### config.mk
export PLATFORM = sky130hd
export DESIGN_NAME = hostMemoryPort
export DESIGN_NICKNAME = d
export VERILOG_FILES = /design/src/lspComposePkg.sv /design/src/hostMemoryPort.sv
export SDC_FILE = /design/constraint.sdc
export NUM_CORES = 1
export LEC_CHECK = 0
export BUFFER_PORTS_ARGS = -buffer_cell sky130_fd_sc_hd__buf_2
export CAP_MARGIN = 20
export CORE_AREA = 2 2 87 89
export DETAILED_ROUTE_END_ITERATION = 8
export DIE_AREA = 0 0 89 91
export PLACE_DENSITY = 0.54
export SYNTH_ARGS = -nofsm -noshare
export SYNTH_HDL_FRONTEND = slang
export SYNTH_SLANG_ARGS = --single-unit
### constraint.sdc
create_clock -name clk -period 1.9 [get_ports clk]
set_input_delay 0.38 -clock clk [delete_from_list [all_inputs] [get_ports clk]]
set_output_delay 0.38 -clock clk [all_outputs]
set_load 0.03 [all_outputs]
### src/lspComposePkg.sv
package lspComposePkg;

	//////////////////////////////////////////////////////////////////////
	// Sizes
	//////////////////////////////////////////////////////////////////////
	localparam int LSP_ORDER = 10;
	localparam int MA_ORDER = 4;
	localparam int ADDR_WIDTH = 11;
	localparam int DATA_WIDTH = 32;
	localparam int OP_WIDTH = 16;
	localparam int MEM_DEPTH = 1 << ADDR_WIDTH;
	localparam int COEFF_WIDTH = 4;
	localparam int STAGE_WIDTH = 2;

	// Saturation limits of the 32-bit accumulator
	localparam logic [DATA_WIDTH-1:0] WORD_MAX = 32'h7fff_ffff;
	localparam logic [DATA_WIDTH-1:0] WORD_MIN = 32'h8000_0000;

	//////////////////////////////////////////////////////////////////////
	// Scratch memory map, low 16 bits of each word hold the operand
	//////////////////////////////////////////////////////////////////////
	localparam logic [ADDR_WIDTH-1:0] LSP_ELE_BASE = 11'd0;
	localparam logic [ADDR_WIDTH-1:0] FG_SUM_BASE = 11'd16;
	localparam logic [ADDR_WIDTH-1:0] FREQ_PREV_BASE = 11'd32;
	localparam logic [ADDR_WIDTH-1:0] FG_BASE = 11'd96;
	localparam logic [ADDR_WIDTH-1:0] LSP_OUT_BASE = 11'd160;
	// One block of 16 words per predictor stage
	localparam logic [ADDR_WIDTH-1:0] STAGE_STRIDE = 11'd16;

	// Engine sequence
	typedef enum logic [2:0] {IDLE, FETCH_X, FETCH_Y, ACCUMULATE, WRITE_BACK, FINISH} composeState;

	// Arithmetic unit operations
	typedef enum logic [1:0] {MAC_NONE, MAC_MULT, MAC_ACCUM} macOpcode;

	// Wishbone classic master to slave
	typedef struct packed {
		logic cyc;
		logic stb;
		logic we;
		logic [ADDR_WIDTH-1:0] adr;
		logic [DATA_WIDTH-1:0] dat;
	} wbRequest;

	// Wishbone classic slave to master
	typedef struct packed {
		logic ack;
		logic [DATA_WIDTH-1:0] dat;
	} wbResponse;

	// Memory write port bundle
	typedef struct packed {
		logic en;
		logic [ADDR_WIDTH-1:0] adr;
		logic [DATA_WIDTH-1:0] dat;
	} memWrite;

	// Operation plus two Q15 operands
	typedef struct packed {
		macOpcode opcode;
		logic [OP_WIDTH-1:0] operandA;
		logic [OP_WIDTH-1:0] operandB;
	} macCommand;

endpackage
### src/hostMemoryPort.sv
module hostMemoryPort
(
	input logic clk,
	input logic reset,
	input lspComposePkg::wbRequest bus,
	output lspComposePkg::wbResponse reply,
	input logic busy,
	input logic [lspComposePkg::ADDR_WIDTH-1:0] engineReadAddr,
	input lspComposePkg::memWrite engineWrite,
	output logic [lspComposePkg::ADDR_WIDTH-1:0] memReadAddr,
	output lspComposePkg::memWrite memWriteOut,
	input logic [lspComposePkg::DATA_WIDTH-1:0] memReadData
);
	import lspComposePkg::*;

	logic hostRequest;
	logic hostGrant;
	logic ackReg;

	//////////////////////////////////////////////////////////////////////
	// Wishbone handshake
	//////////////////////////////////////////////////////////////////////
	assign hostRequest = bus.cyc && bus.stb;
	// Engine owns the memory while busy, held-off request waits
	// No second grant during the ack cycle itself
	assign hostGrant = hostRequest && !busy && !ackReg;

	// Single-cycle ack, one cycle after the grant
	always_ff @(posedge clk)
	begin
		if (reset)
			ackReg <= 1'b0;
		else
			ackReg <= hostGrant;
	end

	// Read word is registered on the grant edge, so it lines up with ack
	assign reply.ack = ackReg;
	assign reply.dat = memReadData;

	//////////////////////////////////////////////////////////////////////
	// Memory port select
	//////////////////////////////////////////////////////////////////////
	assign memReadAddr = busy ? engineReadAddr : bus.adr;

	always_comb
	begin
		if (busy)
			memWriteOut = engineWrite;
		else
		begin
			// Host write commits on the same edge as the ack
			memWriteOut.en = hostGrant && bus.we;
			memWriteOut.adr = bus.adr;
			memWriteOut.dat = bus.dat;
		end
	end

	// No ack once the engine has held the memory for a full cycle
	assert property (@(posedge clk) disable iff (reset)
		busy && $past(busy) |-> !reply.ack);

endmodule

==> impl_results.md <==
- Final std cells w/o fill: 353
- EDFF count, synth: 0
- Predominant post-synthesis flop cell: dfxtp_1
- TNS Setup: 0 ns
- CP Depth: 4
- Mux share of post-synthesis cell area: 36.97%
- Synth area leaders: mux2_2, buf_4, nand2_1
- Final Setup Violations: 0
- Worst r2r dst: ackReg
- HP Start: ackReg
- Vias per std cell: 3.626
- Largest register FFs: 1
- Critical path's top delay family: buffers and inverters
- Hold Path End: ackReg
- Leakage: 0.0009689 uW
- Max transition margin: 82.47%
- Largest registers: ackReg: 1 flops
- Final slew viol count: 0
- Slowest-stage cell, CP: mux2_2
- Cells after Synth: 134
- Hold-fix buffer count after cts: 0
- Global-route wire length before repair: 4933 um
- Initial core utilization: 13.66%
- Number of detailed-route iterations in the first pass: 4
- Chip Width: 89 um
- FMAX: 586.6 MHz
- Leading cell types by count after synthesis: nand2_1, buf_4, mux2_2
- Reg-to-Reg Start: ackReg
- Reg with most FFs: ackReg
- Compound-gate portion of the synthesized area: 1.669%
- Seq cells post-synth: 1
- Clk_lat worst skew: 0 ns
- Max VDD drop: 0.1354 mV
- Vias: 1280
- Hold depth: 1
- Core area: 0.007137 sq mm
- Sequential-to-total area share from yosys stat: 2.054%
- IO Pins: 224
- Initial antenna violation count: 0
- Synth top area share: 36.97%
- Placed cell count: 353
- GRT overflow: 0
- Worst-Margin Slew: 0.2630 ns
- Layout cells sized above 1: 76.38%
- Synth Cell Area: 974.7 sq um
- Antenna diodes: 0
- Clock skew: 0 ns
- Drt wl/cell: 9.861 um
- Dpl hpwl: 3168 um
- DIE AREA: 0.008099 sq mm
- Critical Path Most Common Cell: buf_2
- Cell accounting for the most synthesized area: mux2_2
- Most numerous cell in the Yosys netlist: nand2_1
- WP buf/inv: 3
- CP endpoint kind: output port
- Critical path fanouts, max: 23
- R2r worst-path depth: 1
- Hold Crit Class: register to register
- Nets: 392
- Area grow syn2layout: 63.67%
- Setup repair bufs after CTS: 0
- Vias in the first global route: 1214
- Fin crit period: 1.705 ns
- Rows: 31
- Adder-cell area share of the yosys netlist: 0%
- DRC: 0
- Met1 WL: 1251 um
- Final Cell Area: 0.001595 sq mm
- Pwr Density: 332.8 mW/mm^2
- Port buffer count: 159
- Global Route Usage Sum: 7.210%
- Routed length on met2: 1739 um
- Critical Path Max Stage Delay: 0.37 ns
- Placed Area: 0.001595 sq mm
- Largest net degree at the start of global routing: 46
- GPL Wtd Cong: 0.6901
- Max_cap viols: 0
- Top sig layer: met4
- Synth Area in XOR/XNOR: 0%
- PostCTS Resize Cnt: 0
- Post-Syn Nets: 270
- Met3 wire length: 481 um
- Simple-Gate Fraction of Synth Area: 25.42%
- Die Y: 91 um
- Setup repair after global routing missed its margin: false
- Final hold viol count: 0
- Flop-to-flop setup slack: 1.26 ns
- CP Launch Type: input port
- Worst EP required: 1.52 ns
- Final period util: 89.72%
- Worst-path cell chain: buf_2, buf_4, mux2_2, buf_2
- Critical path class: input port to output port
- Status: completed
- Distinct cells, synth: 9
- Avg Cell Area, Syn: 7.274 sq um
- Initial DRC count: 10
- Total power: 530.9 uW
- Main combinational cell family by area after synthesis: multiplexers
- Number of synthesis warnings: 0
- Routed Wire Length: 3481 um
- Register clock-pin slew on the reported worst setup and hold paths: 0 ns
- Antenna-violating nets left: 0
- Post-synth ARST share: 0%
- Worst Path Arrival: 1.32 ns
cells by family (layout without fill, tap and decap cells):
logic type / count (synthesis) / in the layout
simple gates: 58 / 58
mux: 32 / 32
buf+inv: 42 / 162
flops: 1 / 1
compound gates: 1 / 1
area by class of cell:
class                      count  area, sq um
timing repair buffer         161        823.3
multi-input combinational     91        624.3
sequential                     1        20.02
fill                         831         5542
tap                           99        123.9
inverter                       1        3.754
where the power goes:
part / leakage [uW] / internal (uW) / total (uW) / switching, uW
Clock: 0 / 0 / 0 / 0
Sequential: 0.00000813 / 22.0 / 22.6 / 0.556
Combinational: 0.000961 / 207 / 508 / 302
through the flow:
step / worst slack [ns] / util, % / hold slack [ns]
global placement: 0.2158 / 22.35 / 0.4589
CTS: 0.1883 / 22.35 / 0.4683
detailed placement: 0.1893 / 22.35 / 0.4664
floorplan: 0.1711 / - / 0.4400
finish: 0.1954 / 22.35 / 0.4733
global route: 0.1410 / 22.35 / 0.4885
worst max-delay path by stage:
stage,start,end
after global routing,busy,memWriteOut[8]
after detailed placement,busy,memWriteOut[15]
after global placement,busy,memWriteOut[13]
final,busy,memWriteOut[13]
after floorplan,busy,memWriteOut[43]
after CTS,busy,memWriteOut[15]
cells in the final DEF (no fill, tap or decap):
| cell type | Yosys | final |
|---|---|---|
| buf_12 | 0 | 1 |
| buf_2 | 0 | 159 |
| buf_4 | 36 | 1 |
| dfxtp_1 | 1 | 1 |
| inv_1 | 1 | 1 |
| mux2_2 | 32 | 32 |
| nand2_1 | 46 | 46 |
| nand2b_1 | 11 | 11 |
| nor4_1 | 1 | 1 |
| o41ai_2 | 1 | 1 |
layer usage:
metal	GRT usage (%)	up-vias
li1	-	641
met1	8.165	517
met2	14.05	120
met3	1.273	2
met4	0.7463	0
met5	0	-
(Power assumes the default switching activity.)
