### config.mk
export PLATFORM = sky130hd
export DESIGN_NAME = composeIndexCounter
export DESIGN_NICKNAME = d
export VERILOG_FILES = /design/src/lspComposePkg.sv /design/src/composeIndexCounter.sv
export SDC_FILE = /design/constraint.sdc
export NUM_CORES = 1
export LEC_CHECK = 0
export BUFFER_PORTS_ARGS = -buffer_cell sky130_fd_sc_hd__buf_4
export CORE_AREA = 2 2 39 41
export CTS_CLUSTER_SIZE = 28
export DETAILED_ROUTE_END_ITERATION = 16
export DIE_AREA = 0 0 41 43
export GPL_TIMING_DRIVEN = 0
export HOLD_SLACK_MARGIN = 0.12
export PLACE_DENSITY_LB_ADDON = 0.2
export SYNTH_ARGS = -nofsm -noshare
export SYNTH_HDL_FRONTEND = slang
export SYNTH_SLANG_ARGS = --single-unit
export TNS_END_PERCENT = 5
### constraint.sdc
create_clock -name clk -period 1.3 [get_ports clk]
set_input_delay 0.26 -clock clk [delete_from_list [all_inputs] [get_ports clk]]
set_output_delay 0.26 -clock clk [all_outputs]
set_load 0.05 [all_outputs]
### src/lspComposePkg.sv
package lspComposePkg;

	//////////////////////////////////////////////////////////////////////
	// Sizes
	//////////////////////////////////////////////////////////////////////
	localparam int LSP_ORDER = 10;
	localparam int MA_ORDER = 4;
	localparam int ADDR_WIDTH = 11;
	localparam int DATA_WIDTH = 32;
	localparam int OP_WIDTH = 16;
	localparam int MEM_DEPTH = 1 << ADDR_WIDTH;
	localparam int COEFF_WIDTH = 4;
	localparam int STAGE_WIDTH = 2;

	// Saturation limits of the 32-bit accumulator
	localparam logic [DATA_WIDTH-1:0] WORD_MAX = 32'h7fff_ffff;
	localparam logic [DATA_WIDTH-1:0] WORD_MIN = 32'h8000_0000;

	//////////////////////////////////////////////////////////////////////
	// Scratch memory map, low 16 bits of each word hold the operand
	//////////////////////////////////////////////////////////////////////
	localparam logic [ADDR_WIDTH-1:0] LSP_ELE_BASE = 11'd0;
	localparam logic [ADDR_WIDTH-1:0] FG_SUM_BASE = 11'd16;
	localparam logic [ADDR_WIDTH-1:0] FREQ_PREV_BASE = 11'd32;
	localparam logic [ADDR_WIDTH-1:0] FG_BASE = 11'd96;
	localparam logic [ADDR_WIDTH-1:0] LSP_OUT_BASE = 11'd160;
	// One block of 16 words per predictor stage
	localparam logic [ADDR_WIDTH-1:0] STAGE_STRIDE = 11'd16;

	// Engine sequence
	typedef enum logic [2:0] {IDLE, FETCH_X, FETCH_Y, ACCUMULATE, WRITE_BACK, FINISH} composeState;

	// Arithmetic unit operations
	typedef enum logic [1:0] {MAC_NONE, MAC_MULT, MAC_ACCUM} macOpcode;

	// Wishbone classic master to slave
	typedef struct packed {
		logic cyc;
		logic stb;
		logic we;
		logic [ADDR_WIDTH-1:0] adr;
		logic [DATA_WIDTH-1:0] dat;
	} wbRequest;

	// Wishbone classic slave to master
	typedef struct packed {
		logic ack;
		logic [DATA_WIDTH-1:0] dat;
	} wbResponse;

	// Memory write port bundle
	typedef struct packed {
		logic en;
		logic [ADDR_WIDTH-1:0] adr;
		logic [DATA_WIDTH-1:0] dat;
	} memWrite;

	// Operation plus two Q15 operands
	typedef struct packed {
		macOpcode opcode;
		logic [OP_WIDTH-1:0] operandA;
		logic [OP_WIDTH-1:0] operandB;
	} macCommand;

endpackage
### src/composeIndexCounter.sv
module composeIndexCounter
(
	input logic clk,
	input logic reset,
	input logic clear,
	input logic stepStage,
	input logic stepCoeff,
	output logic [lspComposePkg::COEFF_WIDTH-1:0] coeffIndex,
	output logic [lspComposePkg::STAGE_WIDTH-1:0] stageIndex,
	output logic lastStage,
	output logic lastCoeff
);
	import lspComposePkg::*;

	// Outer loop over coefficients, inner loop over predictor stages
	always_ff @(posedge clk)
	begin
		if (reset || clear)
		begin
			coeffIndex <= '0;
			stageIndex <= '0;
		end
		else if (stepCoeff)
		begin
			// New coefficient restarts the stage loop
			coeffIndex <= coeffIndex + 1'b1;
			stageIndex <= '0;
		end
		else if (stepStage)
		begin
			stageIndex <= stageIndex + 1'b1;
		end
	end

	// Last index flags
	assign lastStage = (stageIndex == STAGE_WIDTH'(MA_ORDER - 1));
	assign lastCoeff = (coeffIndex == COEFF_WIDTH'(LSP_ORDER - 1));

	// Controller never steps past the final coefficient
	assert property (@(posedge clk) disable iff (reset)
		coeffIndex < COEFF_WIDTH'(LSP_ORDER));

endmodule

==> qor.csv <==
stage,metric,value,unit
status,run_status,"finished, violations left",
status,violations,negative setup slack,
timing,fmax,742,MHz
die,dieWidth,41,um
clock_tree,clkSinkCount,6,
finish,nNetsFinal,54,
die,die_area,0.00176,mm2
worst_setup_path,crit_type,flop to output pin,
finish,antenna_cells,0,
worst_setup_path,worstSetupEndpointType,output pin,
clock_tree,numCtsBuffers,3,
worst_setup_path,cp_cell_sequence,inv_2 -> ha_4 -> and3b_2 -> buf_8,
hold_path,hold_depth,2,
power,p_switching,0.000106,W
worst_setup_path,worst-endpoint-required,1.04,ns
power,power_frac_comb,15.5,%
synth,synth-seq-cells,6,
hold_path,hold_end,stageIndex[0],
detailed_routing,dr.pass1.iters,1,
timing,rsz0062_at_grt,yes,
timing,finalCriticalPeriod,1.35,ns
global_routing,grt_antenna_before_repair,0,
clock_tree,cts_tree,yes,
clock_tree,clockBufferDepth,2,
worst_setup_path,path_buf_inv,2,
detailed_routing,vias_per_cell,4.23,
worst_setup_path,cp_slowest_cell,dfxtp_4,
worst_setup_path,startpoint_type,flop,
detailed_routing,final_antenna_net_count,0,
synth,syn_inst,28,
global_routing,grt_overflow,0,
hold_path,holdCritPathClass,input pin to flop,
detailed_routing,drt_iter0_markers,0,
die,rows,14,
detailed_routing,dr_total_vias,254,
worst_setup_path,worst-path-max-fanout,2,
timing,skew,0.00653,ns
worst_setup_path,reg2reg_slack,0.20,ns
power,power_density,868,mW/mm2
clock_tree,insertion_delay,0.24,ns
placement,dp_slack,0.0780,ns
worst_setup_path,r2r_end,coeffIndex[2],
placement,place.port_buffers,11,
clock_tree,h-tree-depth,1,
power,ir_drop,0.380,mV
worst_setup_path,cpLargestDelayFamily,flip-flops,
detailed_routing,routed_wl,639,um
timing,maxSlewHeadroom,86.6,%
worst_setup_path,slowest_delay,0.34,ns
finish,layout_commonest_cell,buf_4,
timing,timing.hold.ws,0.222,ns
finish,final_layout_size_suffix_gt1_share,65.9,%
synth,avgSynthCellArea,11.3,um2
timing,worst_pin_slew,0.200,ns
power,leakagePower,0.216,nW
job,max_cap_viol_count,0,
power,intPower,0.000320,W
timing,period_share,104,%
synth,yosysWarnings,0,
global_routing,grt_max_degree,9,
worst_setup_path,r2r_cells,4,
power,switching_share,24.9,%
global_routing,track_usage,10.2,%
die,die_y,43,um
clock_tree,clkTransAtPathRegs,0.05,ns
die,boundaryPins,13,
timing,drv_slew,0,
clock_tree,cts_hold_buf,0,
clock_tree,cts_root_buf,clkbuf_4,
power,pwr-share-clk,39.7,%
power,p_seq_share,44.8,%
global_routing,grt_pass1_vias,282,
finish,syn2layout_area_growth,54.9,%
die,core_area,0.00138,mm2
timing,fin_ws,-0.0476,ns
hold_path,hold_start,stepCoeff,
timing,finalSetupViolCount,1,
synth,ys_types,17,
finish,most-common-layout-cells,"12 x buf_4, 3 x nor3_1, 3 x clkbuf_4",
die,start_util,22.9,%
placement,gp_congestion,0.592,
synth,synth_fp_nets,36,
timing,hold_viol,0,
detailed_routing,drc,0,
synth,synth.yosys.seq_area_share,37.9,%
placement,hpwl,492,um
worst_setup_path,reg2reg_from,coeffIndex[0],
worst_setup_path,arrival,1.09,ns
synth,netlist_area,317,um2
detailed_routing,wire_per_inst,10.7,um
global_routing,grt_pass1_wl,1140,um
how the worst max path moves through the flow:
stage                        startpoint        end  slack [ns]  depth (start not counted)
after floorplan           coeffIndex[3]  lastCoeff       -0.02                          1
after global placement    coeffIndex[1]  lastCoeff        0.09                          4
after detailed placement  coeffIndex[1]  lastCoeff        0.08                          4
after CTS                 coeffIndex[1]  lastCoeff       -0.06                          4
after global routing      coeffIndex[1]  lastCoeff       -0.08                          4
final                     coeffIndex[1]  lastCoeff       -0.05                          4
power by group through the flow:
stage	registers (W)	clock network, W	logic, W
finish	0.000191	0.000169	0.0000660
floorplan	0.000213	0	0.0000232
CTS	0.000191	0.000182	0.0000673
global placement	0.000199	0	0.0000551
global route	0.000191	0.000190	0.0000722
detailed placement	0.000200	0	0.0000563
metal layers:
| layer | up-vias | GRT usage (%) | part of all wire (%) |
|---|---|---|---|
| met5 | - | 0 | 0 |
| met4 | 0 | 10.0 | 1.3 |
| met3 | 2 | 3.66 | 9.1 |
| met2 | 9 | 14.4 | 49 |
| met1 | 111 | 10.7 | 40 |
| li1 | 132 | - | - |
cells by family after synthesis:
family / Yosys count / synth area share [%]
and+or+nand+nor: 10 / 23.3
DFF: 6 / 37.9
AOI/OAI and AO/OA: 3 / 8.69
adders and majority gates: 3 / 11.9
xor gates and xnor gates: 2 / 5.53
buffers and inverters: 2 / 4.74
muxes: 2 / 7.90
synthesized netlist by cell type, drive strengths merged:
master	count	share of area, %
dfxtp	6	38
buf	1	3.6
nor3	3	4.7
inv	1	1.2
xnor2	2	5.5
or2	1	2.0
nand3b	1	2.4
a21oi	1	1.6
nand4	1	6.7
mux2	1	4.7
nor2	2	2.4
nor3b	1	2.4
a21bo	1	3.2
mux2i	1	3.2
ha	3	12
and3b	1	2.8
a211oi	1	4.0
state kept, by name (all words and copies together), names as in the netlist:
name	count
coeffIndex	4
stageIndex	2
area by class of cell:
class,instances,area [um2]
clock buffer,3,22.5
fill,152,893
tap,16,20.0
timing repair buffer,13,105
buffer,1,11.3
multi-input combinational,20,198
inverter,1,3.75
sequential,6,130
per-stage QoR:
stage	total power [W]	util (%)	instances	setup TNS, ns	instance area (um2)
after floorplan	0.000236	-	28	-0.0213	325
after global routing	0.000454	35.4	60	-0.0783	490
after global placement	0.000254	30.9	55	0	428
after CTS	0.000440	35.4	60	-0.0635	490
final	0.000426	35.4	60	-0.0476	490
after detailed placement	0.000256	30.9	55	0	428
timing repair:
| action | CTS | global route |
|---|---|---|
| gates resized for setup | 7 | 0 |
| endpoints found under the setup margin | 1 | 1 |
| setup buffers | 2 | 0 |
Note: power is estimated with default switching activity, not from simulation.
