### config.mk
export PLATFORM = sky130hd
export DESIGN_NAME = composeController
export DESIGN_NICKNAME = d
export VERILOG_FILES = /design/src/lspComposePkg.sv /design/src/composeController.sv
export SDC_FILE = /design/constraint.sdc
export NUM_CORES = 1
export LEC_CHECK = 0
export BUFFER_PORTS_ARGS = -buffer_cell sky130_fd_sc_hd__buf_2
export CORE_AREA = 2 2 66 68
export DETAILED_ROUTE_END_ITERATION = 7
export DIE_AREA = 0 0 68 70
export GPL_TIMING_DRIVEN = 0
export PLACE_DENSITY = 0.91
export SLEW_MARGIN = 25
export SYNTH_ARGS = -nofsm -noshare
export SYNTH_HDL_FRONTEND = slang
export SYNTH_SLANG_ARGS = --single-unit
### constraint.sdc
create_clock -name clk -period 2.5 [get_ports clk]
set_input_delay 0.125 -clock clk [delete_from_list [all_inputs] [get_ports clk]]
set_output_delay 0.125 -clock clk [all_outputs]
set_load 0.02 [all_outputs]
### src/lspComposePkg.sv
package lspComposePkg;

	//////////////////////////////////////////////////////////////////////
	// Sizes
	//////////////////////////////////////////////////////////////////////
	localparam int LSP_ORDER = 10;
	localparam int MA_ORDER = 4;
	localparam int ADDR_WIDTH = 11;
	localparam int DATA_WIDTH = 32;
	localparam int OP_WIDTH = 16;
	localparam int MEM_DEPTH = 1 << ADDR_WIDTH;
	localparam int COEFF_WIDTH = 4;
	localparam int STAGE_WIDTH = 2;

	// Saturation limits of the 32-bit accumulator
	localparam logic [DATA_WIDTH-1:0] WORD_MAX = 32'h7fff_ffff;
	localparam logic [DATA_WIDTH-1:0] WORD_MIN = 32'h8000_0000;

	//////////////////////////////////////////////////////////////////////
	// Scratch memory map, low 16 bits of each word hold the operand
	//////////////////////////////////////////////////////////////////////
	localparam logic [ADDR_WIDTH-1:0] LSP_ELE_BASE = 11'd0;
	localparam logic [ADDR_WIDTH-1:0] FG_SUM_BASE = 11'd16;
	localparam logic [ADDR_WIDTH-1:0] FREQ_PREV_BASE = 11'd32;
	localparam logic [ADDR_WIDTH-1:0] FG_BASE = 11'd96;
	localparam logic [ADDR_WIDTH-1:0] LSP_OUT_BASE = 11'd160;
	// One block of 16 words per predictor stage
	localparam logic [ADDR_WIDTH-1:0] STAGE_STRIDE = 11'd16;

	// Engine sequence
	typedef enum logic [2:0] {IDLE, FETCH_X, FETCH_Y, ACCUMULATE, WRITE_BACK, FINISH} composeState;

	// Arithmetic unit operations
	typedef enum logic [1:0] {MAC_NONE, MAC_MULT, MAC_ACCUM} macOpcode;

	// Wishbone classic master to slave
	typedef struct packed {
		logic cyc;
		logic stb;
		logic we;
		logic [ADDR_WIDTH-1:0] adr;
		logic [DATA_WIDTH-1:0] dat;
	} wbRequest;

	// Wishbone classic slave to master
	typedef struct packed {
		logic ack;
		logic [DATA_WIDTH-1:0] dat;
	} wbResponse;

	// Memory write port bundle
	typedef struct packed {
		logic en;
		logic [ADDR_WIDTH-1:0] adr;
		logic [DATA_WIDTH-1:0] dat;
	} memWrite;

	// Operation plus two Q15 operands
	typedef struct packed {
		macOpcode opcode;
		logic [OP_WIDTH-1:0] operandA;
		logic [OP_WIDTH-1:0] operandB;
	} macCommand;

endpackage
### src/composeController.sv
module composeController
(
	input logic clk,
	input logic reset,
	input logic start,
	input logic [lspComposePkg::COEFF_WIDTH-1:0] coeffIndex,
	input logic [lspComposePkg::STAGE_WIDTH-1:0] stageIndex,
	input logic lastStage,
	input logic lastCoeff,
	input logic [lspComposePkg::DATA_WIDTH-1:0] readData,
	input logic [lspComposePkg::DATA_WIDTH-1:0] accumulator,
	output logic [lspComposePkg::ADDR_WIDTH-1:0] readAddr,
	output lspComposePkg::macCommand command,
	output lspComposePkg::memWrite write,
	output logic clearCount,
	output logic stepStage,
	output logic stepCoeff,
	output logic clearFlag,
	output logic busy,
	output logic done
);
	import lspComposePkg::*;

	composeState state;
	composeState nextState;
	// Set while the lsp times fgSum pass runs
	logic firstPass;
	logic launch;
	logic [OP_WIDTH-1:0] operandX;
	logic [ADDR_WIDTH-1:0] stageOffset;
	logic [ADDR_WIDTH-1:0] xAddr;
	logic [ADDR_WIDTH-1:0] yAddr;

	//////////////////////////////////////////////////////////////////////
	// Status and start
	//////////////////////////////////////////////////////////////////////
	assign busy = (state != IDLE) && (state != FINISH);
	assign done = (state == FINISH);
	// Start only counts while the engine is free
	assign launch = start && !busy;
	assign clearCount = launch;
	assign clearFlag = launch;

	always_ff @(posedge clk)
	begin
		if (reset)
			state <= IDLE;
		else
			state <= nextState;
	end

	always_comb
	begin
		nextState = state;
		case (state)
			IDLE, FINISH: nextState = launch ? FETCH_X : IDLE;
			FETCH_X: nextState = FETCH_Y;
			FETCH_Y: nextState = ACCUMULATE;
			ACCUMULATE: nextState = (!firstPass && lastStage) ? WRITE_BACK : FETCH_X;
			WRITE_BACK: nextState = lastCoeff ? FINISH : FETCH_X;
			default: nextState = IDLE;
		endcase
	end

	// Pass tracking across one coefficient
	always_ff @(posedge clk)
	begin
		if (reset || launch)
			firstPass <= 1'b1;
		else if (state == ACCUMULATE)
			firstPass <= 1'b0;
		else if (state == WRITE_BACK)
			firstPass <= 1'b1;
	end

	//////////////////////////////////////////////////////////////////////
	// Operand fetch
	//////////////////////////////////////////////////////////////////////
	assign stageOffset = ADDR_WIDTH'(stageIndex) * STAGE_STRIDE;
	assign xAddr = (firstPass ? LSP_ELE_BASE : FREQ_PREV_BASE + stageOffset)
		+ ADDR_WIDTH'(coeffIndex);
	assign yAddr = (firstPass ? FG_SUM_BASE : FG_BASE + stageOffset)
		+ ADDR_WIDTH'(coeffIndex);
	assign readAddr = (state == FETCH_Y) ? yAddr : xAddr;

	// X word arrives during FETCH_Y
	always_ff @(posedge clk)
	begin
		if (state == FETCH_Y)
			operandX <= readData[OP_WIDTH-1:0];
	end

	// Y word arrives during ACCUMULATE and goes straight to the MAC
	always_comb
	begin
		command.opcode = MAC_NONE;
		if (state == ACCUMULATE)
			command.opcode = firstPass ? MAC_MULT : MAC_ACCUM;
		command.operandA = operandX;
		command.operandB = readData[OP_WIDTH-1:0];
	end

	assign stepStage = (state == ACCUMULATE) && !firstPass && !lastStage;
	assign stepCoeff = (state == WRITE_BACK) && !lastCoeff;

	//////////////////////////////////////////////////////////////////////
	// Sign-extended write-back of the high half
	//////////////////////////////////////////////////////////////////////
	always_comb
	begin
		write.en = (state == WRITE_BACK);
		write.adr = LSP_OUT_BASE + ADDR_WIDTH'(coeffIndex);
		write.dat = {{OP_WIDTH{accumulator[DATA_WIDTH-1]}}, accumulator[DATA_WIDTH-1:OP_WIDTH]};
	end

	// Write-back only once the last predictor stage is in
	assert property (@(posedge clk) disable iff (reset)
		write.en |-> state == WRITE_BACK && lastStage);
	// done only after the final coefficient and with busy low
	assert property (@(posedge clk) disable iff (reset)
		done |-> !busy && lastCoeff && lastStage);

endmodule

==> results.md <==
* #FFs+latches synth at 20
* Top cell type by total area after synthesis: sky130_fd_sc_hd__buf_4
* Area of the mapped netlist at 1360 um^2
* Clock tree from TritonCTS: built
* Largest voltage drop on the vdd net at 0.000185 V
* Setup repair after global routing missed its margin: false
* Y dimension of the die at 70 um
* Vias per cell at 3.86
* Fill cell total of the finished layout at 387
* Synth Warn # at 0
* Htree depth at 1
* Cells on worst reg2reg path at 2
* Placement Rows at 24
* Clock transition at path regs at 0.07 ns
* Post-layout total power at 0.951 mW
* Number of setup violations in the final report at 0
* Final setup slack of the worst path at 0.513 ns
* HPWL after DPL at 2530 um
* Worst hold slack at 0.0673 ns
* Post-Place Setup Slack at 0.755 ns
* Worst-Margin Slew at 0.819 ns
* Cell at the root of the clock tree: sky130_fd_sc_hd__clkbuf_8
* Skew final at 0.00229 ns
* Antenna violations before repair at 0
* Number of standard cells in the final layout excluding fillers at 297
* DRC at 0
* Arrival time reported for the critical path endpoint at 1.86 ns
* Cell with the most instances after synthesis: sky130_fd_sc_hd__buf_4
* Wire length per cell after detailed routing at 9.87 um
* Class of the tightest hold or removal check: in2reg
* Crit-path max FO at 19
* Weighted congestion reported at the end of routability-driven placement at 0.827
* Met2 WL post-DR at 1400 um
* Most used standard cells in the synthesized netlist: 67 x sky130_fd_sc_hd__buf_4, 16 x sky130_fd_sc_hd__edfxtp_1, 5 x sky130_fd_sc_hd__nor2_1
* Post-Syn Area per Cell at 10.8 um^2
* Pin count of the biggest net entering global routing at 20
* Overall via count from detail_route at 1147
* Worst hold endpoint: operandX[10]
* Cts repair resizes at 0
* Total CTS buffers at 3
* Endpoint type of the worst setup path: output pin
* DIE AREA at 4760 um^2
* Count of nets after finishing at 321
* Via count of the first global-routing pass at 957
* Hold Path Origin: readData[10]
* Chip Width at 68 um
* Period utilisation layout at 79.5%
* Final number of max-transition violations at 0
* WL met3 at 462 um
* Biggest area contributors in the synthesized netlist: sky130_fd_sc_hd__buf_4 37%, sky130_fd_sc_hd__edfxtp_1 35%, sky130_fd_sc_hd__dfxtp_1 5.9%
* Number of buffers inserted for hold repair after clock tree synthesis at 0
* Cell depth of the worst min-delay path at 1
* Deepest clock path buffer count at 2
* Worst r2r src: state[1]
* Initial DRC count at 66
* Initial Utilization at 32.7%
* Core Box Area at 4140 um^2
* Post-route setup TNS at 0 ns
* Max Fclk at 503 MHz
* Sum of routed wire segments on met1 at 1060 um
* Endpoint of the lowest-slack register-to-register path: operandX[7]
* First-pass iteration count of the detailed router at 4
* Power per cell area at 469 nW/um^2
* Status: complete, no violations
* Post-placement cell count at 293
* Global-route wire length before repair at 4080 um
* Type of the worst setup path: reg2out
* Mapped Cells at 126
* Area grow syn2layout at 49.9%
* Library cells used by synthesis at 26
* Setup slack, reg-to-reg at 0.96 ns
* Clock insertion delay at the later pin of the skew report at 0.25 ns
* Type of origin of the critical path: flop
* Global-route usage over all layers at 10.9%
* Boundary Pins at 170
* Maximum Capacitance Violations at 0
* Time the final worst path needs with I/O delays and setup at 1.99 ns
* Top layer in use: met4
* Area of combinational cells with multiple inputs at 272 um^2
* Required time reported for the critical path endpoint at 2.38 ns
* PortBufs at 107
* Storage element area at 561 um^2
* Pleak at 1.10 nW
* Share of post-route cells with drive strength above 1 at 77.1%
* Top_reg_cell synth: sky130_fd_sc_hd__edfxtp_1
* Top cell type's share of synthesized area at 37.1%
* Final Hold Violating Endpoints at 0
* Total clock sinks at 20
* Sequential area share after synthesis at 41.4%
* Buffers inserted during post-CTS setup optimization at 0
* EDFF count, synth at 16
* Async set-reset flop share out of synthesis at 0%
* Slew Limit Headroom at 45.3%
* Total overflow reported by the global router at 0
* Diode count at 0
* Total routed wirelength at 2930 um
* Post-DRT Antenna Nets at 0
how the worst max path moves through the flow:
stage / cells after the start / startpoint / end
floorplan: 4 / state[1] / readAddr[6]
global placement: 4 / state[1] / readAddr[4]
detailed placement: 4 / state[1] / readAddr[4]
CTS: 4 / state[1] / readAddr[4]
global route: 4 / state[1] / readAddr[4]
finish: 4 / state[1] / readAddr[4]
report_power, final:
group | leakage, nW | switching, mW | internal, mW
clock network | 0.0228 | 0.0900 | 0.113
registers | 0.180 | 0.00516 | 0.389
logic | 0.894 | 0.199 | 0.155
worst max-delay path: stages, from the launching register on:
cell and delay (ns):
sky130_fd_sc_hd__dfxtp_1 0.32, sky130_fd_sc_hd__buf_6 0.14, sky130_fd_sc_hd__nor3b_4 0.71, sky130_fd_sc_hd__mux2_2 0.28, sky130_fd_sc_hd__buf_2 0.16
sequential cells by signal, summed over array words and instances, names as in the netlist:
name and flops:
operandX 16, state 3, firstPass 1
logic make-up (layout without fill, tap and decap cells):
family | count (synthesis) | after routing | synth area share [%]
buffers and inverters | 74 | 185 | 40.8
XOR/XNOR | 3 | 3 | 1.94
AND/OR/NAND/NOR | 19 | 19 | 10.1
AO/OA/AOI/OAI | 7 | 7 | 4.43
multiplexers | 1 | 1 | 0.831
flip-flops | 20 | 20 | 41.4
other | 2 | 10 | 0.554
area by class of cell:
class                      instances  area share, %
sequential                        20           27.6
inverter                           3          0.555
timing repair buffer             107           26.4
tap                               52           3.20
clock buffer                       4           2.22
buffer                            71           26.7
multi-input combinational         40           13.4
stage by stage:
| stage | instance area [um^2] | utilization, % |
|---|---|---|
| 2_1_floorplan | 1390 | - |
| 3_3_place_gp | 1990 | 47.9 |
| 3_5_place_dp | 1990 | 47.9 |
| 4_1_cts | 2030 | 49.0 |
| 5_1_grt | 2030 | 49.0 |
| 6_report | 2030 | 49.0 |
routing by layer:
layer	vias up	track usage [%]
met5	-	0
met4	0	2.67
met1	471	12.1
met3	2	2.42
li1	572	-
met2	102	20.4
placed cells by master, fill, tap and decap left out, types with 2 or more instances in the layout:
master,instances
sky130_fd_sc_hd__inv_1,3
sky130_fd_sc_hd__buf_4,67
sky130_fd_sc_hd__dfxtp_1,4
sky130_fd_sc_hd__nor3b_4,2
sky130_fd_sc_hd__buf_6,3
sky130_fd_sc_hd__nor2_1,5
sky130_fd_sc_hd__nor2b_1,2
sky130_fd_sc_hd__conb_1,10
sky130_fd_sc_hd__nand2_1,2
sky130_fd_sc_hd__clkbuf_8,3
sky130_fd_sc_hd__nor3_1,3
sky130_fd_sc_hd__xnor2_1,3
sky130_fd_sc_hd__edfxtp_1,16
sky130_fd_sc_hd__buf_2,108
Power figures use the tool's default switching activity.
