### src/lspComposePkg.sv
package lspComposePkg;

	//////////////////////////////////////////////////////////////////////
	// Sizes
	//////////////////////////////////////////////////////////////////////
	localparam int LSP_ORDER = 10;
	localparam int MA_ORDER = 4;
	localparam int ADDR_WIDTH = 11;
	localparam int DATA_WIDTH = 32;
	localparam int OP_WIDTH = 16;
	localparam int MEM_DEPTH = 1 << ADDR_WIDTH;
	localparam int COEFF_WIDTH = 4;
	localparam int STAGE_WIDTH = 2;

	// Saturation limits of the 32-bit accumulator
	localparam logic [DATA_WIDTH-1:0] WORD_MAX = 32'h7fff_ffff;
	localparam logic [DATA_WIDTH-1:0] WORD_MIN = 32'h8000_0000;

	//////////////////////////////////////////////////////////////////////
	// Scratch memory map, low 16 bits of each word hold the operand
	//////////////////////////////////////////////////////////////////////
	localparam logic [ADDR_WIDTH-1:0] LSP_ELE_BASE = 11'd0;
	localparam logic [ADDR_WIDTH-1:0] FG_SUM_BASE = 11'd16;
	localparam logic [ADDR_WIDTH-1:0] FREQ_PREV_BASE = 11'd32;
	localparam logic [ADDR_WIDTH-1:0] FG_BASE = 11'd96;
	localparam logic [ADDR_WIDTH-1:0] LSP_OUT_BASE = 11'd160;
	// One block of 16 words per predictor stage
	localparam logic [ADDR_WIDTH-1:0] STAGE_STRIDE = 11'd16;

	// Engine sequence
	typedef enum logic [2:0] {IDLE, FETCH_X, FETCH_Y, ACCUMULATE, WRITE_BACK, FINISH} composeState;

	// Arithmetic unit operations
	typedef enum logic [1:0] {MAC_NONE, MAC_MULT, MAC_ACCUM} macOpcode;

	// Wishbone classic master to slave
	typedef struct packed {
		logic cyc;
		logic stb;
		logic we;
		logic [ADDR_WIDTH-1:0] adr;
		logic [DATA_WIDTH-1:0] dat;
	} wbRequest;

	// Wishbone classic slave to master
	typedef struct packed {
		logic ack;
		logic [DATA_WIDTH-1:0] dat;
	} wbResponse;

	// Memory write port bundle
	typedef struct packed {
		logic en;
		logic [ADDR_WIDTH-1:0] adr;
		logic [DATA_WIDTH-1:0] dat;
	} memWrite;

	// Operation plus two Q15 operands
	typedef struct packed {
		macOpcode opcode;
		logic [OP_WIDTH-1:0] operandA;
		logic [OP_WIDTH-1:0] operandB;
	} macCommand;

endpackage
### src/fixedPointMac.sv
module fixedPointMac
(
	input logic clk,
	input logic reset,
	input lspComposePkg::macCommand command,
	input logic clearFlag,
	output logic [lspComposePkg::DATA_WIDTH-1:0] accumulator,
	output logic overflow
);
	import lspComposePkg::*;

	logic signed [DATA_WIDTH-1:0] product;
	logic signed [DATA_WIDTH-1:0] doubled;
	logic productSaturated;
	logic signed [DATA_WIDTH:0] sum;
	logic [DATA_WIDTH-1:0] sumClamped;
	logic sumSaturated;

	//////////////////////////////////////////////////////////////////////
	// Doubled product and saturating sum
	//////////////////////////////////////////////////////////////////////
	always_comb
	begin
		// Full Q30 product fits in 32 bits
		product = $signed(command.operandA) * $signed(command.operandB);
		// Only -32768 squared leaves the range once doubled
		productSaturated = (product == 32'sh4000_0000);
		doubled = productSaturated ? $signed(WORD_MAX) : (product <<< 1);
		// One guard bit for the add
		sum = $signed({accumulator[DATA_WIDTH-1], accumulator})
			+ $signed({doubled[DATA_WIDTH-1], doubled});
		sumSaturated = (sum[DATA_WIDTH] != sum[DATA_WIDTH-1]);
		if (!sumSaturated)
			sumClamped = sum[DATA_WIDTH-1:0];
		else if (sum[DATA_WIDTH])
			sumClamped = WORD_MIN;
		else
			sumClamped = WORD_MAX;
	end

	// Load or accumulate per opcode
	always_ff @(posedge clk)
	begin
		case (command.opcode)
			MAC_MULT: accumulator <= doubled;
			MAC_ACCUM: accumulator <= sumClamped;
			default: accumulator <= accumulator;
		endcase
	end

	// Sticky flag held until cleared by the next start
	always_ff @(posedge clk)
	begin
		if (reset || clearFlag)
			overflow <= 1'b0;
		else if (command.opcode == MAC_MULT && productSaturated)
			overflow <= 1'b1;
		else if (command.opcode == MAC_ACCUM && (productSaturated || sumSaturated))
			overflow <= 1'b1;
	end

	// Opcode from the controller stays within the encoding
	assert property (@(posedge clk) disable iff (reset)
		command.opcode inside {MAC_NONE, MAC_MULT, MAC_ACCUM});

endmodule

### config.mk
export PLATFORM = sky130hd
export DESIGN_NAME = fixedPointMac
export DESIGN_NICKNAME = d
export VERILOG_FILES = /design/src/lspComposePkg.sv /design/src/fixedPointMac.sv
export SDC_FILE = /design/constraint.sdc
export NUM_CORES = 1
export LEC_CHECK = 0
export BUFFER_PORTS_ARGS = -buffer_cell sky130_fd_sc_hd__buf_2
export CORE_MARGIN = 1
export CORE_UTILIZATION = 59
export DETAILED_ROUTE_END_ITERATION = 12
export PLACE_DENSITY = 0.92
export SLEW_MARGIN = 15
export SYNTH_ARGS = -nofsm -noshare
export SYNTH_HDL_FRONTEND = slang
export SYNTH_SLANG_ARGS = --single-unit
### constraint.sdc
create_clock -name clk -period 11 [get_ports clk]
set_clock_uncertainty 0.1 [all_clocks]
set_input_delay 1.1 -clock clk [delete_from_list [all_inputs] [get_ports clk]]
set_output_delay 1.1 -clock clk [all_outputs]
set_load 0.05 [all_outputs]
==> results.toml, run 1 <==
[logic_synthesis]
synth_top_area_cell = "fa_1"
yosysTopAreaCellShare_pct = 39.0
yosysWarnings = 0
syn_nets = 1909
netlist_area_um2 = 13500
synthTopCellsByArea = "fa_1, ha_1, edfxtp_1"
syn_inst = 1493
synthTopCellsByCount = "fa_1, inv_1, nand2_1"
synth_edf_count = 32
synth_cell_types = 75
ys_seq_area_share_pct = 7.26
ys_async_sr_fraction_pct = 0
synth-seq-cells = 33
ys.flop_type = "edfxtp_1"
synth_most_common_cell = "fa_1"
syn_avg_cell_area_um2 = 9.05

[timing]
slew_viol_final = 0
finalCritPeriodShare_pct = 96.5
fmax_mhz = 94.2
hold_viol = 0
slew_headroom_pct = 27.5
setup_violations = 0
worstMarginPinSlew_ns = 1.09
period_minus_slack_ns = 10.62

[die]
num_rows = 55
start_util_pct = 59.9
die-width_um = 153
io_pins = 70
core_area_um2 = 22600
dieArea_um2 = 23500
fp.dieH_um = 153

[cts]
cts_tree = "built"
postCtsResizedCells = 0
root_buffer = "clkbuf_16"
cts_buffer_depth = 2
worstSkewPairLatency_ns = 0.28
cts_hold_buffers = 0
postCtsSetupBuffers = 0
htree_levels = 2
cts_buffers = 5
cts.clk_slew.worst_paths_ns = 0.06
cts.sinks = 33

[setup_path]
critPathLaunchType = "input pin"
endpoint_kind = "register"
r2r_start = "accumulator[0]$_DFFE_PP_"
r2r_slack_ns = 7.12
required_ns = 10.89
rr_endpoint = "accumulator[23]$_DFFE_PP_"
cp_slowest_cell = "fa_1"
setup.worst_path.end = "accumulator[23]$_DFFE_PP_"
cp_data_arrival_time_ns = 10.50
max_stage_delay_ns = 0.52
worst_setup_path_startpoint = "command[24]"
path_class = "input pin to register"
r2r_cells = 13
cp_common_cell = "fa_1"
crit_path_max_fanout = 30

[grt]
antenna_found_initial = 0
grt_first_pass_wirelength_mm = 54.7
grt_usage_pct = 28.9
grt_overflow = 0
grt_max_degree = 33
first_global_vias = 11624

[layout]
fin_nets = 1950
multiInputGateArea_um2 = 11400
final_layout_size_suffix_gt1_share_pct = 9.38
synthToLayoutAreaGrowth_pct = 6.24
post-route-util_pct = 63.6
seq_area_um2 = 981
fillCellCount = 1771
antenna_cells = 0

[routing]
drt-pass1-iter-count = 6
drtIter0Drc = 773
viasPerCell = 6.04
vias = 11000
drc = 0
ant_nets = 0
routed_wl_mm = 33.1
wl_per_cell_um = 18.2

[placement]
dp_hpwl_mm = 27.2
port_buffers = 69
place_congestion = 0.910

[hold_path]
min_path_type = "register to register"

[run_status]
outcome = "finished clean"

[job]
drv_cap = 0
## per-stage QoR
stage          instance area (um2)  cells  setup TNS [ns]  hold slack, ns  setup slack (ns)
4_1_cts                      14300   1820               0           0.641             0.219
3_5_place_dp                 14100   1812         -0.0223           0.615           -0.0223
3_3_place_gp                 14100   1812               0           0.614             0.107
2_1_floorplan                13500   1493               0           0.942             0.571
5_1_grt                      14400   1820         -0.0624           0.698           -0.0442
6_report                     14400   1820               0           0.635             0.383
## state kept, by name (all words and copies together) (netlist names)
name	count
accumulator	32
overflow	1
## per-layer routing
metal / routed length [um] / vias to the layer above / global-route usage, %
li1: - / 4873 / -
met1: 12300 / 5482 / 35.5
met2: 17200 / 522 / 51.4
met3: 2250 / 123 / 3.37
met4: 1390 / 0 / 12.5
met5: 0 / - / 0
## how the worst min path moves through the flow
stage / slack (ns) / from / cells after the start / endpoint
after floorplan: 0.94 / overflow$_SDFFE_PP0P_ / 3 / overflow$_SDFFE_PP0P_
after global placement: 0.61 / overflow$_SDFFE_PP0P_ / 3 / overflow$_SDFFE_PP0P_
after detailed placement: 0.61 / overflow$_SDFFE_PP0P_ / 3 / overflow$_SDFFE_PP0P_
after CTS: 0.64 / overflow$_SDFFE_PP0P_ / 3 / overflow$_SDFFE_PP0P_
after global routing: 0.70 / overflow$_SDFFE_PP0P_ / 3 / overflow$_SDFFE_PP0P_
final: 0.64 / overflow$_SDFFE_PP0P_ / 3 / overflow$_SDFFE_PP0P_
## cells by family (layout without fill, tap and decap cells)
logic type | after synthesis | after routing | share of synthesized area (%)
buffers and inverters | 303 | 345 | 8.72
DFF | 33 | 33 | 7.26
and+or+nand+nor | 488 | 488 | 17.9
xor gates and xnor gates | 56 | 56 | 3.74
adders and majority gates | 379 | 379 | 49.7
AOI/OAI and AO/OA | 230 | 230 | 12.4
muxes | 4 | 4 | 0.296
## area by class of cell
class	instances	area share [%]
timing repair buffer	91	3.69
inverter	246	6.43
clock inverter	2	0.235
sequential	33	6.83
multi-input combinational	1157	79.4
clock buffer	6	0.897
tap	285	2.48
## critical path: cells and delay by family
kind / cells / cell delay [ns]
and+or+nand+nor: 8 / 1.90
buffers and inverters: 8 / 0.85
AOI/OAI and AO/OA: 12 / 2.51
adders and majority gates: 9 / 4.10
## cell usage in the layout (no fill, tap or decap), drive strengths merged, types with 13 or more instances in the layout
cell type / netlist / layout
and3: 13 / 13
o21ai: 31 / 31
ha: 116 / 116
edfxtp: 32 / 32
a21oi: 61 / 61
a22oi: 30 / 30
fa: 263 / 263
inv: 246 / 246
xor2: 18 / 18
buf: 20 / 90
nand2: 204 / 204
nand3: 18 / 18
a21o: 26 / 26
xnor2: 38 / 38
nor2: 51 / 51
and2: 139 / 139
nand2b: 14 / 14
Power of run 1 is left out: the tool's default activity adds up to more than one toggle a clock period on the data nets, which glitch-free logic cannot reach.
==> run 2, diff against run 1 <==
- ABC_AREA: unset -> 1
==> run 2 against run 1 <==
Against the previous run: via count grew 16%; wire length up 16%; synthesized cell count is 32% higher; flip-flop and latch count is the same.
==> results.toml, run 2 <==
[run_status]
outcome = "finished clean"

[die]
fp.dieH_um = 159
core_area_um2 = 23800
io_pins = 70
start_util_pct = 60.8
die-width_um = 159
dieArea_um2 = 25100
num_rows = 56

[timing]
whs_ns = 0.455
fmax_mhz = 96.8
slew_viol_final = 0
hold_viol = 0
tns_ns = 0
rsz0062_at_grt = "false"
finalCritPeriodShare_pct = 93.9
setup_violations = 0
worstMarginPinSlew_ns = 0.655
slew_headroom_pct = 56.3
period_minus_slack_ns = 10.33

[logic_synthesis]
synth-seq-cells = 33
synth_cell_types = 38
syn_avg_cell_area_um2 = 7.32
synth_top_family_by_area = "adder cells"
yosysWarnings = 0
synth_xor_area_share_pct = 2.17
synth_edf_count = 32
yosysTopAreaCellShare_pct = 36.4
synthTopCellsByArea = "fa_1, nand2_1, inv_1"
syn_nets = 2390
syn_inst = 1974
netlist_area_um2 = 14500
ys_async_sr_fraction_pct = 0
ys.flop_type = "edfxtp_1"
synth-compound-area-share_pct = 6.05
synth_most_common_cell = "nand2_1"
synthTopCellsByCount = "nand2_1, inv_1, fa_1"
muxShareOfSynthArea_pct = 0.0693
synth_fa_ha_area_share_pct = 46.5
synthSimpleGateAreaFrac_pct = 23.6
synth_top_area_cell = "fa_1"
ys_seq_area_share_pct = 6.79

[placement]
port_buffers = 69
dp_hpwl_mm = 31.9
placed_cells = 2298
place_congestion = 1.00

[setup_path]
cp_common_cell = "nand2_1"
r2r_slack_ns = 7.34
endpoint_kind = "register"
path_class = "input pin to register"
cp_data_arrival_time_ns = 10.26
critPathLaunchType = "input pin"
worst_setup_path_startpoint = "command[2]"
max_stage_delay_ns = 0.88
required_ns = 10.93
r2r_start = "accumulator[0]$_DFFE_PP_"
cp_slowest_cell = "fa_1"
crit_path_max_fanout = 21

[grt]
antenna_found_initial = 0
first_global_vias = 13518
grt_usage_pct = 32.9
grt_first_pass_wirelength_mm = 64.1
grt_overflow = 0
grt_max_degree = 33

[layout]
synthToLayoutAreaGrowth_pct = 4.65
largest_reg_flops = 32
antenna_cells = 0
final_layout_size_suffix_gt1_share_pct = 8.61
post-route-util_pct = 63.7
final_cell_mix = "nand2_1, inv_1, fa_1"
fin_nets = 2402
top_regs = "accumulator x32, overflow x1"
largest_register = "accumulator"
fin_cells = 2306
final_common_cell = "nand2_1"

[cts]
worstSkewPairLatency_ns = 0.29
postCtsSetupBuffers = 0
htree_levels = 2
cts_buffers = 5
root_buffer = "clkbuf_16"
cts.sinks = 33
cts_tree = "built"
cts_hold_buffers = 0
cts.clk_slew.worst_paths_ns = 0.06
cts_buffer_depth = 2

[job]
drv_cap = 0

[hold_path]
hp-start = "overflow$_SDFFE_PP0P_"
min_path_type = "register to register"

[routing]
vias = 12798
drc = 0
ant_nets = 0
viasPerCell = 5.55
drt-pass1-iter-count = 5
routed_wl_mm = 38.2
drtIter0Drc = 1164
wl_per_cell_um = 16.6
## run 2: kinds of logic (layout without fill, tap and decap cells)
group,Yosys count,after routing
and+or+nand+nor,826,826
DFF,33,33
AOI/OAI and AO/OA,137,137
xor gates and xnor gates,35,35
buffers and inverters,563,576
muxes,1,1
adders and majority gates,379,379
## run 2: what timing repair did
| action | 4_1_cts | 5_1_grt |
|---|---|---|
| endpoints found under the hold margin | 0 | 0 |
| gates resized for setup | 0 | 1 |
| endpoints found under the setup margin | 0 | 21 |
## run 2: final cells by class
cell class                 instances  area (um2)
multi-input combinational       1378       11300
inverter                         489        1840
timing repair buffer              79         420
clock inverter                     3        17.5
fill                            1995        8630
tap                              319         399
sequential                        33         981
clock buffer                       5         125
## run 2: worst max-delay path, delay by kind of cell
family                     cells  cell delay, ns
and+or+nand+nor               21            2.88
AOI/OAI and AO/OA              3            0.51
adders and majority gates      8            4.19
buffers and inverters          8            1.56
## run 2: stage by stage
stage	cell area [um2]	setup slack (ns)
CTS	15100	0.442
global route	15100	0.0165
detailed placement	15000	0.216
global placement	15000	0.561
finish	15100	0.668
floorplan	14500	1.91
## run 2: path summary, 6_finish.rpt
kind,endpoint,cells after the start
hold / removal,overflow$_SDFFE_PP0P_,4
setup / recovery,accumulator[11]$_DFFE_PP_,40
hold reg to reg,overflow$_SDFFE_PP0P_,4
setup reg to reg,accumulator[11]$_DFFE_PP_,17
## run 2: routing by layer
| metal | GRT usage (%) | up-vias | part of all wire [%] |
|---|---|---|---|
| li1 | - | 5857 | - |
| met1 | 39.5 | 6117 | 38 |
| met2 | 57.2 | 673 | 50 |
| met3 | 7.19 | 151 | 8.3 |
| met4 | 13.2 | 0 | 4.0 |
| met5 | 0 | - | 0 |
Power of run 2 is left out for the same reason.
==> run 3, diff against run 2 <==
- CORE_ASPECT_RATIO: unset -> 0.75
==> run 3 against run 2 <==
Against the previous run: die area hardly changed; cell count rose by 0.43%; design area barely moved; wire length is 2.8% lower; fmax grew 1.2%; setup slack better by 0.13 ns; non-clock buffer count decreased by 2; flip-flop and latch count did not move; critical path depth decreased by 1; critical endpoint is now accumulator[4]$_DFFE_PP_.
==> results.toml, run 3 (synthesis gave the netlist of run 2 again) <==
[routing]
drt-pass1-iter-count = 7
ant_nets = 0
routed_wl_mm = 37.2
wl_per_cell_um = 16.0
drt-met1-wl_mm = 14.3
drtIter0Drc = 1534
route.met2.wl_mm = 17.4
wl_met3_mm = 3.98
drc = 0
viasPerCell = 5.60
vias = 12978
top_layer_used = "met4"

[grt]
grt_max_degree = 33
grt_first_pass_wirelength_mm = 63.2
grt_overflow = 0
first_global_vias = 13712
antenna_found_initial = 0
grt_usage_pct = 31.7

[placement]
place_ws_ns = 0.351
placed_area_um2 = 15000
dp_hpwl_mm = 31.4
port_buffers = 69
place_congestion = 0.984
placed_cells = 2308

[timing]
rsz0062_at_grt = "false"
period_minus_slack_ns = 10.21
fmax_mhz = 98.0
worstMarginPinSlew_ns = 0.692
setup_violations = 0
slew_headroom_pct = 53.8
layout_setup_ws_ns = 0.794
hold_viol = 0
tns_ns = 0
finalCritPeriodShare_pct = 92.8
slew_viol_final = 0

[die]
core_area_um2 = 24000
start_util_pct = 60.1
num_rows = 49
io_pins = 70
fp.dieH_um = 138
dieArea_um2 = 25100
die-width_um = 183

[setup_path]
rr_endpoint = "accumulator[4]$_DFFE_PP_"
r2r_start = "accumulator[0]$_DFFE_PP_"
cp_common_cell = "nand2_1"
cp_slowest_cell = "fa_2"
endpoint_kind = "register"
crit_path_max_fanout = 18
required_ns = 10.93
critPathLaunchType = "input pin"
max_stage_delay_ns = 0.77
r2r_slack_ns = 7.29
r2r_cells = 17
cp_data_arrival_time_ns = 10.13
path_class = "input pin to register"

[cts]
cts_buffer_depth = 2
htree_levels = 2
root_buffer = "clkbuf_16"
cts_buffers = 5
cts_tree = "built"
cts.sinks = 33
cts.clk_slew.worst_paths_ns = 0.05
cts_hold_buffers = 0
worstSkewPairLatency_ns = 0.29

[layout]
final_common_cell = "nand2_1"
seq_area_um2 = 981
antenna_cells = 0
design_area_um2 = 15100
fillCellCount = 2000
fin_cells = 2316
final_layout_size_suffix_gt1_share_pct = 8.46
synthToLayoutAreaGrowth_pct = 4.63
fin_nets = 2400
largest_register = "accumulator"
top_regs = "accumulator x32, overflow x1"
multiInputGateArea_um2 = 11300
final_cell_mix = "nand2_1, inv_1, fa_1"
largest_reg_flops = 32

[hold_path]
hold_depth = 4
min_path_type = "register to register"
holdPathEnd = "overflow$_SDFFE_PP0P_"
hp-start = "overflow$_SDFFE_PP0P_"

[job]
drv_cap = 0

[run_status]
outcome = "finished clean"
==> run 3: cell type report <==
class | instances | share of cell area, %
repair buffers | 77 | 2.68
clock inverters | 3 | 0.0828
inverters | 489 | 12.1
flip-flops and latches | 33 | 6.49
well taps | 331 | 2.74
clock buffers | 5 | 0.828
multi-input cells | 1378 | 75.0
==> run 3: per-layer routing <==
layer  vias up  track usage, %
met5         -            1.00
met4         0            12.7
met3       159            6.21
met2       798            54.0
met1      6168            39.9
li1       5853               -
==> run 3: what timing repair did <==
item,in CTS,in global routing
setup buffers,0,0
gates resized for setup,0,2
endpoints found under the setup margin,0,18
endpoints found under the hold margin,0,0
==> run 3: how the worst max path moves through the flow <==
| stage | from | to | slack, ns | cells after the start |
|---|---|---|---|---|
| final | command[31] | accumulator[4]$_DFFE_PP_ | 0.79 | 39 |
| after global routing | command[31] | accumulator[4]$_DFFE_PP_ | 0.21 | 39 |
| after CTS | command[31] | accumulator[4]$_DFFE_PP_ | 0.63 | 39 |
| after detailed placement | command[31] | accumulator[4]$_DFFE_PP_ | 0.35 | 39 |
| after global placement | command[31] | accumulator[5]$_DFFE_PP_ | 0.81 | 39 |
| after floorplan | command[3] | accumulator[25]$_DFFE_PP_ | 1.91 | 40 |
==> run 3: through the flow <==
stage,hold slack (ns),utilization (%)
after floorplan,0.650,-
after global placement,0.417,62.3
after detailed placement,0.483,62.3
after CTS,0.489,62.9
after global routing,0.539,62.9
final,0.481,62.9
==> run 3: worst max-delay path, delay by kind of cell <==
| kind | cells | cell delay (ns) |
|---|---|---|
| adder cells (fa/ha/maj) | 8 | 3.95 |
| AND/OR/NAND/NOR | 21 | 3.15 |
| buffers and inverters | 7 | 1.33 |
| AO/OA/AOI/OAI | 3 | 0.55 |
Power of run 3 is left out for the same reason.
